File: config.mk
export PLATFORM = sky130hd
export DESIGN_NAME = sd_host_top
export DESIGN_NICKNAME = d
export VERILOG_FILES = /design/src/design/sd_host_pkg.sv /design/src/design/sd_clock_divider.sv /design/src/design/sd_cmd_serial.sv /design/src/design/sd_cmd_master.sv /design/src/design/sd_host_regs.sv /design/src/design/sd_host_top.sv
export SDC_FILE = /design/constraint.sdc
export NUM_CORES = 1
export LEC_CHECK = 0
export ABC_AREA = 1
export ABC_CLOCK_PERIOD_IN_PS = 8000
export BUFFER_PORTS_ARGS = -buffer_cell sky130_fd_sc_hd__buf_2
export CAP_MARGIN = 20
export CORE_MARGIN = 2
export CORE_UTILIZATION = 57
export CTS_CLUSTER_SIZE = 16
export DETAILED_ROUTE_END_ITERATION = 12
export PLACE_DENSITY = 0.87
export RECOVER_POWER = 100
export SETUP_SLACK_MARGIN = 0.15
export SKIP_LAST_GASP = 1
export SLEW_MARGIN = 20
export SYNTH_ARGS = -nofsm -noshare
export SYNTH_HDL_FRONTEND = slang
export SYNTH_SLANG_ARGS = --single-unit
File: constraint.sdc
create_clock -name wb_clk_i -period 8 [get_ports wb_clk_i]
set_clock_uncertainty 0.2 [all_clocks]
set_input_delay 0.8 -clock wb_clk_i [delete_from_list [all_inputs] [get_ports wb_clk_i]]
set_output_delay 0.8 -clock wb_clk_i [all_outputs]
set_load 0.02 [all_outputs]
File: src/design/sd_host_pkg.sv
package sd_host_pkg;

    // Wishbone bus
    localparam int WB_ADDR_W = 3;
    localparam int WB_DATA_W = 32;

    // Register map in word addresses
    localparam logic [WB_ADDR_W-1:0] REG_ARGUMENT   = 3'd0;
    localparam logic [WB_ADDR_W-1:0] REG_COMMAND    = 3'd1;
    localparam logic [WB_ADDR_W-1:0] REG_RESPONSE   = 3'd2;
    localparam logic [WB_ADDR_W-1:0] REG_INT_STATUS = 3'd3;
    localparam logic [WB_ADDR_W-1:0] REG_INT_ENABLE = 3'd4;
    localparam logic [WB_ADDR_W-1:0] REG_CLK_DIV    = 3'd5;
    localparam logic [WB_ADDR_W-1:0] REG_PRESENT    = 3'd6;
    localparam logic [WB_ADDR_W-1:0] REG_SOFT_RESET = 3'd7;

    // Command frame
    localparam int CMD_INDEX_W  = 6;
    localparam int CRC7_W       = 7;
    localparam int CMD_FRAME_W  = 48;
    localparam int CMD_BODY_W   = CMD_FRAME_W - CRC7_W - 1;
    localparam int BIT_CNT_W    = $clog2(CMD_FRAME_W + 1);
    localparam int RESP_TIMEOUT = 64;
    localparam int TO_CNT_W     = $clog2(RESP_TIMEOUT);

    // Card clock
    localparam int                   CLK_DIV_W     = 8;
    localparam logic [CLK_DIV_W-1:0] CLK_DIV_RESET = 8'd1;

    // Interrupt status bits
    localparam int INT_W             = 4;
    localparam int INT_CMD_DONE      = 0;
    localparam int INT_CMD_TIMEOUT   = 1;
    localparam int INT_CMD_CRC_ERR   = 2;
    localparam int INT_CMD_INDEX_ERR = 3;

    typedef enum logic [1:0] {
        RESP_NONE  = 2'd0,
        RESP_SHORT = 2'd1
    } resp_type_e;

    typedef enum logic [1:0] {
        IDLE = 2'd0,
        SEND = 2'd1,
        WAIT = 2'd2
    } cmd_state_e;

    typedef struct packed {
        logic                 cyc;
        logic                 stb;
        logic                 we;
        logic [WB_ADDR_W-1:0] adr;
        logic [WB_DATA_W-1:0] dat;
    } wb_req_t;

    typedef struct packed {
        logic                 ack;
        logic [WB_DATA_W-1:0] dat;
    } wb_rsp_t;

    typedef struct packed {
        logic [CMD_INDEX_W-1:0] index;
        logic [31:0]            arg;
        resp_type_e             resp;
    } cmd_req_t;

    typedef struct packed {
        logic        timeout;
        logic        crc_ok;
        logic        index_ok;
        logic [31:0] arg;
    } cmd_result_t;

endpackage

File: src/design/sd_clock_divider.sv
`timescale 1ns/1ps

module sd_clock_divider import sd_host_pkg::*; (
    input  logic                 wb_clk_i,
    input  logic                 rst_n_i,
    input  logic [CLK_DIV_W-1:0] clk_div_i,
    output logic                 sd_clk_o,
    output logic                 sd_rise_o,
    output logic                 sd_fall_o
);

    logic [CLK_DIV_W-1:0] cnt;
    logic [CLK_DIV_W-1:0] div_q;
    logic                 sd_clk_q;
    logic                 tick;

    // Half period of div + 1 bus cycles
    assign tick = (clk_div_i == div_q) && (cnt == div_q);

    always_ff @(posedge wb_clk_i) begin
        if (!rst_n_i) begin
            cnt      <= '0;
            div_q    <= CLK_DIV_RESET;
            sd_clk_q <= 1'b0;
        end else if (clk_div_i != div_q) begin
            div_q <= clk_div_i;
            cnt   <= '0;
        end else if (tick) begin
            cnt      <= '0;
            sd_clk_q <= ~sd_clk_q;
        end else begin
            cnt <= cnt + 1'b1;
        end
    end

    // Strobes coincide with the bus edge that moves the card clock
    assign sd_rise_o = tick && !sd_clk_q;
    assign sd_fall_o = tick && sd_clk_q;
    assign sd_clk_o  = sd_clk_q;

endmodule

File: src/design/sd_cmd_serial.sv
`timescale 1ns/1ps

module sd_cmd_serial import sd_host_pkg::*; (
    input  logic        wb_clk_i,
    input  logic        rst_n_i,
    input  logic        ser_rst_i,
    input  logic        sd_rise_i,
    input  logic        sd_fall_i,
    input  logic        start_i,
    input  cmd_req_t    req_i,
    output logic        finish_o,
    output cmd_result_t result_o,
    output logic        sd_cmd_o,
    output logic        sd_cmd_oe_o,
    input  logic        sd_cmd_i
);

    logic                   tx_on;
    logic                   rx_wait;
    logic                   rx_on;
    logic                   cmd_q;
    logic                   oe_q;
    logic                   finish_q;
    logic [CMD_BODY_W-1:0]  sr;
    logic [CRC7_W-1:0]      crc;
    logic                   crc_err;
    logic [BIT_CNT_W-1:0]   bit_cnt;
    logic [TO_CNT_W-1:0]    to_cnt;
    logic [CMD_INDEX_W-1:0] idx_q;
    resp_type_e             resp_q;
    cmd_result_t            result_q;

    // CRC7 step for x^7 + x^3 + 1
    function automatic logic [CRC7_W-1:0] crc7_next(input logic [CRC7_W-1:0] c,
                                                     input logic b);
        logic fb;
        fb = c[CRC7_W-1] ^ b;
        crc7_next = {c[CRC7_W-2:0], 1'b0} ^ {3'b000, fb, 2'b00, fb};
    endfunction

    always_ff @(posedge wb_clk_i) begin
        finish_q <= 1'b0;
        if (!rst_n_i || ser_rst_i) begin
            tx_on   <= 1'b0;
            rx_wait <= 1'b0;
            rx_on   <= 1'b0;
            cmd_q   <= 1'b1;
            oe_q    <= 1'b0;
        end else if (start_i) begin
            tx_on   <= 1'b1;
            sr      <= {1'b0, 1'b1, req_i.index, req_i.arg};
            crc     <= '0;
            bit_cnt <= '0;
            idx_q   <= req_i.index;
            resp_q  <= req_i.resp;
        end else if (tx_on && sd_fall_i) begin
            if (bit_cnt == BIT_CNT_W'(CMD_FRAME_W)) begin
                // Line released after the end bit
                tx_on   <= 1'b0;
                oe_q    <= 1'b0;
                cmd_q   <= 1'b1;
                bit_cnt <= '0;
                crc     <= '0;
                crc_err <= 1'b0;
                to_cnt  <= '0;
                if (resp_q == RESP_SHORT) begin
                    rx_wait <= 1'b1;
                end else begin
                    finish_q <= 1'b1;
                    result_q <= '{timeout: 1'b0, crc_ok: 1'b1, index_ok: 1'b1, arg: '0};
                end
            end else begin
                oe_q    <= 1'b1;
                bit_cnt <= bit_cnt + 1'b1;
                if (bit_cnt < BIT_CNT_W'(CMD_BODY_W)) begin
                    cmd_q <= sr[CMD_BODY_W-1];
                    sr    <= {sr[CMD_BODY_W-2:0], 1'b0};
                    crc   <= crc7_next(crc, sr[CMD_BODY_W-1]);
                end else if (bit_cnt < BIT_CNT_W'(CMD_FRAME_W - 1)) begin
                    cmd_q <= crc[CRC7_W-1];
                    crc   <= {crc[CRC7_W-2:0], 1'b0};
                end else begin
                    cmd_q <= 1'b1;
                end
            end
        end else if (rx_wait && sd_rise_i) begin
            if (!sd_cmd_i) begin
                // CRC of the leading zero start bit stays zero
                rx_wait <= 1'b0;
                rx_on   <= 1'b1;
                bit_cnt <= BIT_CNT_W'(1);
                sr      <= {sr[CMD_BODY_W-2:0], sd_cmd_i};
            end else if (to_cnt == TO_CNT_W'(RESP_TIMEOUT - 1)) begin
                rx_wait  <= 1'b0;
                finish_q <= 1'b1;
                result_q <= '{timeout: 1'b1, crc_ok: 1'b0, index_ok: 1'b0, arg: '0};
            end else begin
                to_cnt <= to_cnt + 1'b1;
            end
        end else if (rx_on && sd_rise_i) begin
            bit_cnt <= bit_cnt + 1'b1;
            if (bit_cnt < BIT_CNT_W'(CMD_BODY_W)) begin
                sr  <= {sr[CMD_BODY_W-2:0], sd_cmd_i};
                crc <= crc7_next(crc, sd_cmd_i);
            end else if (bit_cnt < BIT_CNT_W'(CMD_FRAME_W - 1)) begin
                if (sd_cmd_i != crc[CRC7_W-1])
                    crc_err <= 1'b1;
                crc <= {crc[CRC7_W-2:0], 1'b0};
            end else begin
                // End bit
                rx_on    <= 1'b0;
                finish_q <= 1'b1;
                result_q <= '{timeout:  1'b0,
                              crc_ok:   !crc_err,
                              index_ok: sr[CMD_BODY_W-3 -: CMD_INDEX_W] == idx_q,
                              arg:      sr[31:0]};
            end
        end
    end

    assign finish_o    = finish_q;
    assign result_o    = result_q;
    assign sd_cmd_o    = cmd_q;
    assign sd_cmd_oe_o = oe_q;

endmodule

File: src/design/sd_cmd_master.sv
`timescale 1ns/1ps

module sd_cmd_master import sd_host_pkg::*; (
    input  logic             wb_clk_i,
    input  logic             rst_n_i,
    input  logic             cmd_start_i,
    input  cmd_req_t         cmd_req_i,
    input  logic             soft_rst_i,
    output logic             busy_o,
    output logic [INT_W-1:0] events_o,
    output logic [31:0]      resp_arg_o,
    output logic             xfr_start_o,
    output cmd_req_t         xfr_req_o,
    output logic             ser_rst_o,
    input  logic             finish_i,
    input  cmd_result_t      result_i
);

    cmd_state_e       state;
    cmd_req_t         req_q;
    logic             ser_rst_q;
    logic [INT_W-1:0] ev;

    always_ff @(posedge wb_clk_i) begin
        if (!rst_n_i) begin
            state     <= IDLE;
            ser_rst_q <= 1'b0;
        end else begin
            ser_rst_q <= soft_rst_i;
            if (soft_rst_i) begin
                state <= IDLE;
            end else begin
                case (state)
                    IDLE: if (cmd_start_i) state <= SEND;
                    SEND: state <= WAIT;
                    WAIT: if (finish_i) state <= IDLE;
                    default: state <= IDLE;
                endcase
            end
        end
    end

    // Starts while busy are dropped here
    always_ff @(posedge wb_clk_i) begin
        if (state == IDLE && cmd_start_i)
            req_q <= cmd_req_i;
    end

    always_comb begin
        ev = '0;
        ev[INT_CMD_DONE] = 1'b1;
        if (req_q.resp == RESP_SHORT) begin
            if (result_i.timeout) begin
                ev[INT_CMD_TIMEOUT] = 1'b1;
            end else begin
                ev[INT_CMD_CRC_ERR]   = !result_i.crc_ok;
                ev[INT_CMD_INDEX_ERR] = !result_i.index_ok;
            end
        end
    end

    // Aborted commands report nothing
    assign events_o    = (state == WAIT && finish_i && !soft_rst_i) ? ev : '0;
    assign resp_arg_o  = result_i.arg;
    assign busy_o      = (state != IDLE);
    assign xfr_start_o = (state == SEND);
    assign xfr_req_o   = req_q;
    assign ser_rst_o   = ser_rst_q;

endmodule

File: src/design/sd_host_regs.sv
`timescale 1ns/1ps

module sd_host_regs import sd_host_pkg::*; (
    input  logic                 wb_clk_i,
    input  logic                 rst_n_i,
    input  wb_req_t              wb_req_i,
    output wb_rsp_t              wb_rsp_o,
    output logic                 cmd_start_o,
    output cmd_req_t             cmd_req_o,
    output logic                 soft_rst_o,
    input  logic                 busy_i,
    input  logic [INT_W-1:0]     events_i,
    input  logic [31:0]          resp_arg_i,
    output logic [CLK_DIV_W-1:0] clk_div_o,
    output logic                 int_o
);

    logic                   ack_q;
    logic [WB_DATA_W-1:0]   rdata_q;
    logic [WB_DATA_W-1:0]   rdata_d;
    logic [31:0]            argument_q;
    logic [CMD_INDEX_W+1:0] command_q;
    logic [31:0]            response_q;
    logic [INT_W-1:0]       int_status_q;
    logic [INT_W-1:0]       int_enable_q;
    logic [CLK_DIV_W-1:0]   clk_div_q;
    logic                   cmd_start_q;
    logic                   soft_rst_q;
    logic                   access;
    logic                   wr_en;
    logic [INT_W-1:0]       int_clr;

    // Ack follows one cycle after an accepted request
    assign access = wb_req_i.cyc && wb_req_i.stb && !ack_q;
    assign wr_en  = access && wb_req_i.we;

    assign int_clr = (wr_en && wb_req_i.adr == REG_INT_STATUS) ?
                     wb_req_i.dat[INT_W-1:0] : '0;

    always_ff @(posedge wb_clk_i) begin
        if (!rst_n_i) begin
            ack_q        <= 1'b0;
            command_q    <= '0;
            int_status_q <= '0;
            int_enable_q <= '0;
            clk_div_q    <= CLK_DIV_RESET;
            cmd_start_q  <= 1'b0;
            soft_rst_q   <= 1'b0;
        end else begin
            ack_q       <= access;
            cmd_start_q <= wr_en && wb_req_i.adr == REG_COMMAND;
            soft_rst_q  <= wr_en && wb_req_i.adr == REG_SOFT_RESET && wb_req_i.dat[0];
            // New events take priority over a clear
            int_status_q <= (int_status_q & ~int_clr) | events_i;
            if (wr_en && wb_req_i.adr == REG_COMMAND)
                command_q <= wb_req_i.dat[CMD_INDEX_W+1:0];
            if (wr_en && wb_req_i.adr == REG_INT_ENABLE)
                int_enable_q <= wb_req_i.dat[INT_W-1:0];
            if (wr_en && wb_req_i.adr == REG_CLK_DIV)
                clk_div_q <= wb_req_i.dat[CLK_DIV_W-1:0];
        end
    end

    always_ff @(posedge wb_clk_i) begin
        if (access)
            rdata_q <= rdata_d;
        if (wr_en && wb_req_i.adr == REG_ARGUMENT)
            argument_q <= wb_req_i.dat;
        if (events_i[INT_CMD_DONE])
            response_q <= resp_arg_i;
    end

    always_comb begin
        rdata_d = '0;
        case (wb_req_i.adr)
            REG_ARGUMENT:   rdata_d = argument_q;
            REG_COMMAND:    rdata_d[CMD_INDEX_W+1:0] = command_q;
            REG_RESPONSE:   rdata_d = response_q;
            REG_INT_STATUS: rdata_d[INT_W-1:0] = int_status_q;
            REG_INT_ENABLE: rdata_d[INT_W-1:0] = int_enable_q;
            REG_CLK_DIV:    rdata_d[CLK_DIV_W-1:0] = clk_div_q;
            REG_PRESENT:    rdata_d[0] = busy_i;
            default:        rdata_d = '0;
        endcase
    end

    always_comb begin
        cmd_req_o.index = command_q[CMD_INDEX_W-1:0];
        cmd_req_o.arg   = argument_q;
        cmd_req_o.resp  = resp_type_e'(command_q[CMD_INDEX_W+1:CMD_INDEX_W]);
    end

    assign wb_rsp_o.ack = ack_q;
    assign wb_rsp_o.dat = rdata_q;
    assign cmd_start_o  = cmd_start_q;
    assign soft_rst_o   = soft_rst_q;
    assign clk_div_o    = clk_div_q;
    assign int_o        = |(int_status_q & int_enable_q);

endmodule

File: src/design/sd_host_top.sv
`timescale 1ns/1ps

module sd_host_top import sd_host_pkg::*; (
    input  logic    wb_clk_i,
    input  logic    rst_n_i,
    input  wb_req_t wb_req_i,
    output wb_rsp_t wb_rsp_o,
    output logic    sd_clk_o,
    output logic    sd_cmd_o,
    output logic    sd_cmd_oe_o,
    input  logic    sd_cmd_i,
    output logic    int_o
);

    logic                 cmd_start;
    cmd_req_t             cmd_req;
    logic                 soft_rst;
    logic                 busy;
    logic [INT_W-1:0]     events;
    logic [31:0]          resp_arg;
    logic [CLK_DIV_W-1:0] clk_div;
    logic                 sd_rise;
    logic                 sd_fall;
    logic                 xfr_start;
    cmd_req_t             xfr_req;
    logic                 ser_rst;
    logic                 finish;
    cmd_result_t          result;

    sd_host_regs sd_host_regs_i (
        .wb_clk_i    (wb_clk_i),
        .rst_n_i     (rst_n_i),
        .wb_req_i    (wb_req_i),
        .wb_rsp_o    (wb_rsp_o),
        .cmd_start_o (cmd_start),
        .cmd_req_o   (cmd_req),
        .soft_rst_o  (soft_rst),
        .busy_i      (busy),
        .events_i    (events),
        .resp_arg_i  (resp_arg),
        .clk_div_o   (clk_div),
        .int_o       (int_o)
    );

    sd_clock_divider sd_clock_divider_i (
        .wb_clk_i  (wb_clk_i),
        .rst_n_i   (rst_n_i),
        .clk_div_i (clk_div),
        .sd_clk_o  (sd_clk_o),
        .sd_rise_o (sd_rise),
        .sd_fall_o (sd_fall)
    );

    sd_cmd_master sd_cmd_master_i (
        .wb_clk_i    (wb_clk_i),
        .rst_n_i     (rst_n_i),
        .cmd_start_i (cmd_start),
        .cmd_req_i   (cmd_req),
        .soft_rst_i  (soft_rst),
        .busy_o      (busy),
        .events_o    (events),
        .resp_arg_o  (resp_arg),
        .xfr_start_o (xfr_start),
        .xfr_req_o   (xfr_req),
        .ser_rst_o   (ser_rst),
        .finish_i    (finish),
        .result_i    (result)
    );

    sd_cmd_serial sd_cmd_serial_i (
        .wb_clk_i    (wb_clk_i),
        .rst_n_i     (rst_n_i),
        .ser_rst_i   (ser_rst),
        .sd_rise_i   (sd_rise),
        .sd_fall_i   (sd_fall),
        .start_i     (xfr_start),
        .req_i       (xfr_req),
        .finish_o    (finish),
        .result_o    (result),
        .sd_cmd_o    (sd_cmd_o),
        .sd_cmd_oe_o (sd_cmd_oe_o),
        .sd_cmd_i    (sd_cmd_i)
    );

endmodule

==> results.tsv <==
stage	metric	value	unit
outcome	status	complete, but fails checks	
outcome	violations	capacitance limit, slew limit	
job	maxCapViolCount	6	
critical_path	crit_path_start	wb_req_i[37]	
timing	tns	0	ps
route	drtPass1Iterations	7	
placed_design	place_congestion	0.953	
route	drtIter0Drc	849	
timing	hold_viol	0	
layout	multi_input_area	0.00253	mm2
synth	syn-cell-area	0.0114	mm2
critical_path	crit_required	7880	ps
clocking	hold_buffers	0	
timing	slew_violations	254	
synth	synthArstFlopShare	0	%
clocking	cts_buffers	27	
floorplan	start_util	58.5	%
clocking	insertion_delay	550	ps
critical_path	crit_path_start_kind	input pin	
synth	syn-num-nets	998	
clocking	clkTransAtPathRegs	60	ps
timing	timing.hold.ws	220	ps
layout	nFillCells	1374	
synth	synth-warning-count	0	
timing	fin_crit_sh	60.6	%
synth	synth.distinct_cells	41	
critical_path	r2r.worst_path.cells	3	
synth	seq_area_frac_synth	72.2	%
floorplan	die_h	146	um
synth	synth-main-ff-cell	edfxtp_1	
floorplan	die_x	146	um
floorplan	io_pins	78	
clocking	cts_setup_buffers	0	
placed_design	place_hpwl	14900	um
global_routing	grt_pass1_vias	7208	
floorplan	fp.dieArea	0.0212	mm2
power	p_total	2.96	mW
global_routing	grt_usage	22.0	%
layout	regArea	0.00824	mm2
critical_path	r2r_start	sd_host_regs_i.ack_q$_SDFF_PN0_	
floorplan	row_count	51	
clocking	cts-root-buf	clkbuf_16	
layout	drive_above_1_share	8.40	%
route	finalWirelength	23900	um
timing	max_clock_freq	206	MHz
synth	syn_avg_cell_area	12.0	um2
global_routing	grt_overflow_total	0	
clocking	htree_levels	1	
power	p_per_area	232	mW/mm2
timing	tightest_slew	3170	ps
critical_path	worstPathArrival	4730	ps
route	drcViolationCount	0	
synth	syn_inst	953	
critical_path	critPathMaxFanout	32	
route	wire_per_inst	18.0	um
placed_design	portBuffers	77	
critical_path	crit_path_end_kind	flop	
timing	min_period	4850	ps
layout	area_growth	11.9	%
clocking	cts_tree	done	
critical_path	r2r_setup_slack	3230	ps
power	p_leak	4.78	nW
critical_path	endpoint	sd_host_regs_i.argument_q[4]$_DFFE_PP_	
route	via_per_inst	5.58	
timing	rsz0062_at_grt	no	
layout	fin_nets	1085	
route	num_vias	7394	
synth	ys_ff_latch	292	
global_routing	grt_pass1_wl	37100	um
global_routing	antenna_found_initial	1	
power	peakVddDrop	0.000181	V
critical_path	reg2reg_to	sd_host_regs_i.argument_q[4]$_DFFE_PP_	
timing	setup_violations	0	
route	ant_nets	0	
critical_path	critical_path_class	in -> reg	
floorplan	coreArea	0.0195	mm2
clocking	cts_num_sinks	292	
timing	slew_headroom	-112	%
global_routing	grt_max_degree	78	
hold_path	worstHoldPathType	reg -> reg	
synth	synth-edff-count	239	
clocking	cts_resized	0	
clocking	clk_path_buf_depth	3	
## through the flow
| stage | setup WS [ps] | area [um2] | utilization [%] | cells |
|---|---|---|---|---|
| 2_1_floorplan | 3200 | 11400 | - | 953 |
| 3_3_place_gp | 4350 | 12100 | 62.0 | 1275 |
| 3_5_place_dp | 4170 | 12100 | 62.0 | 1275 |
| 4_1_cts | 4730 | 12900 | 66.3 | 1324 |
| 5_1_grt | 2820 | 12800 | 65.4 | 1325 |
| 6_report | 3150 | 12800 | 65.4 | 1326 |
## Yosys cell counts, types with 2 or more instances
cell type | count | share of area, %
a21oi_1 | 33 | 1.4
a221oi_1 | 3 | 0.23
a22o_1 | 26 | 2.0
buf_2 | 4 | 0.18
buf_4 | 3 | 0.20
clkbuf_1 | 18 | 0.59
dfxtp_1 | 53 | 9.3
edfxtp_1 | 239 | 63
ha_1 | 4 | 0.44
inv_1 | 115 | 3.8
inv_2 | 11 | 0.36
nand2_1 | 180 | 5.9
nand2_2 | 3 | 0.16
nand2_4 | 2 | 0.20
nand3_1 | 17 | 0.75
nand3b_1 | 3 | 0.20
nand4_1 | 10 | 0.55
nor2_1 | 92 | 3.0
nor2_2 | 4 | 0.22
nor2_4 | 2 | 0.20
nor2_8 | 2 | 0.35
nor3_1 | 15 | 0.66
nor3_2 | 2 | 0.18
nor3b_1 | 4 | 0.26
nor4_1 | 4 | 0.22
o2111ai_1 | 4 | 0.31
o21ai_0 | 68 | 3.0
o21ai_1 | 2 | 0.088
o22ai_1 | 2 | 0.11
xnor2_1 | 3 | 0.23
xor2_1 | 15 | 1.2
## flip-flops by register name (all words and copies together) (netlist names), 2 cells and up
register	cells
sd_cmd_master_i.xfr_req_o	40
sd_clock_divider_i.div_q	8
sd_cmd_serial_i.bit_cnt	6
sd_host_regs_i.rdata_q	32
sd_cmd_serial_i.to_cnt	6
sd_clock_divider_i.cnt	8
sd_cmd_serial_i.idx_q	6
sd_host_regs_i.clk_div_o	8
sd_host_regs_i.command_q	8
sd_host_regs_i.response_q	32
sd_cmd_serial_i.result_o	35
sd_host_regs_i.int_enable_q	4
sd_host_regs_i.int_status_q	4
sd_host_regs_i.argument_q	32
sd_cmd_serial_i.resp_q	2
sd_cmd_serial_i.sr	40
sd_cmd_master_i.state	2
sd_cmd_serial_i.crc	7
## cell usage in the layout, fill, tap and decap left out, types with 4 or more instances in the layout
cell         n
ha_1         4
nand3_1     18
clkbuf_16   27
clkbuf_1    59
nor3_1      15
a21oi_1     33
xor2_1      15
clkinv_1     6
nand2_1    182
dfxtp_1     53
o2111ai_1    4
inv_2        8
edfxtp_1   239
nor3b_1      4
nor4_1       4
clkinv_2     4
nor2_1      94
o21ai_0     70
inv_1      118
nand4_1     11
a22o_1      26
buf_2       30
## worst min path at each step
stage | depth (start not counted) | startpoint | slack (ps) | endpoint
after global placement | 0 | sd_cmd_serial_i.result_o[12]$_SDFFCE_PN0P_ | 200 | sd_host_regs_i.response_q[12]$_DFFE_PP_
after CTS | 1 | wb_req_i[15] | 220 | sd_host_regs_i.argument_q[15]$_DFFE_PP_
final | 0 | sd_cmd_serial_i.result_o[5]$_SDFFCE_PN0P_ | 220 | sd_host_regs_i.response_q[5]$_DFFE_PP_
after global routing | 1 | wb_req_i[12] | 210 | sd_host_regs_i.argument_q[12]$_DFFE_PP_
after floorplan | 0 | sd_cmd_serial_i.result_o[0]$_SDFFCE_PN0P_ | 200 | sd_host_regs_i.response_q[0]$_DFFE_PP_
after detailed placement | 0 | sd_cmd_serial_i.result_o[19]$_SDFFCE_PN0P_ | 210 | sd_host_regs_i.response_q[19]$_DFFE_PP_
## cell type report
cell class              instances  share of cell area, %
flip-flops and latches        292                   64.5
well taps                     265                   2.60
multi-input cells             508                   19.8
clock buffers                  35                   5.71
inverters                     126                   3.70
repair buffers                 85                   2.82
diodes                          1                 0.0196
clock inverters                14                  0.852
## power by group
part | internal (mW) | leakage (nW) | switching [mW]
logic | 0.0272 | 1.78 | 0.0654
registers | 1.64 | 2.58 | 0.00879
clock network | 0.678 | 0.411 | 0.541
total | 2.35 | 4.78 | 0.615
## layer usage
metal,track usage [%],vias up,share of wire [%]
met1,29.0,3514,40
met4,7.40,0,3.1
met3,3.67,69,8.2
met5,0,-,0
met2,37.5,385,49
li1,-,3426,-
## cell families (layout without fill, tap and decap cells)
| logic type | after synthesis | count (layout) | share of synthesized area, % |
|---|---|---|---|
| buffers and inverters | 153 | 260 | 5.24 |
| adder cells (fa/ha/maj) | 4 | 4 | 0.439 |
| XOR/XNOR | 18 | 18 | 1.38 |
| AND/OR/NAND/NOR | 343 | 343 | 13.3 |
| other | 0 | 1 | 0 |
| flip-flops | 292 | 292 | 72.2 |
| AO/OA/AOI/OAI | 143 | 143 | 7.49 |
## worst max-delay path, cell delays in order
cell and delay (ps):
buf_2 70, nand2_1 70, nor2_1 1050, nand2_1 310, nor2_1 2420
No activity file was read; power rests on OpenSTA's default activity.
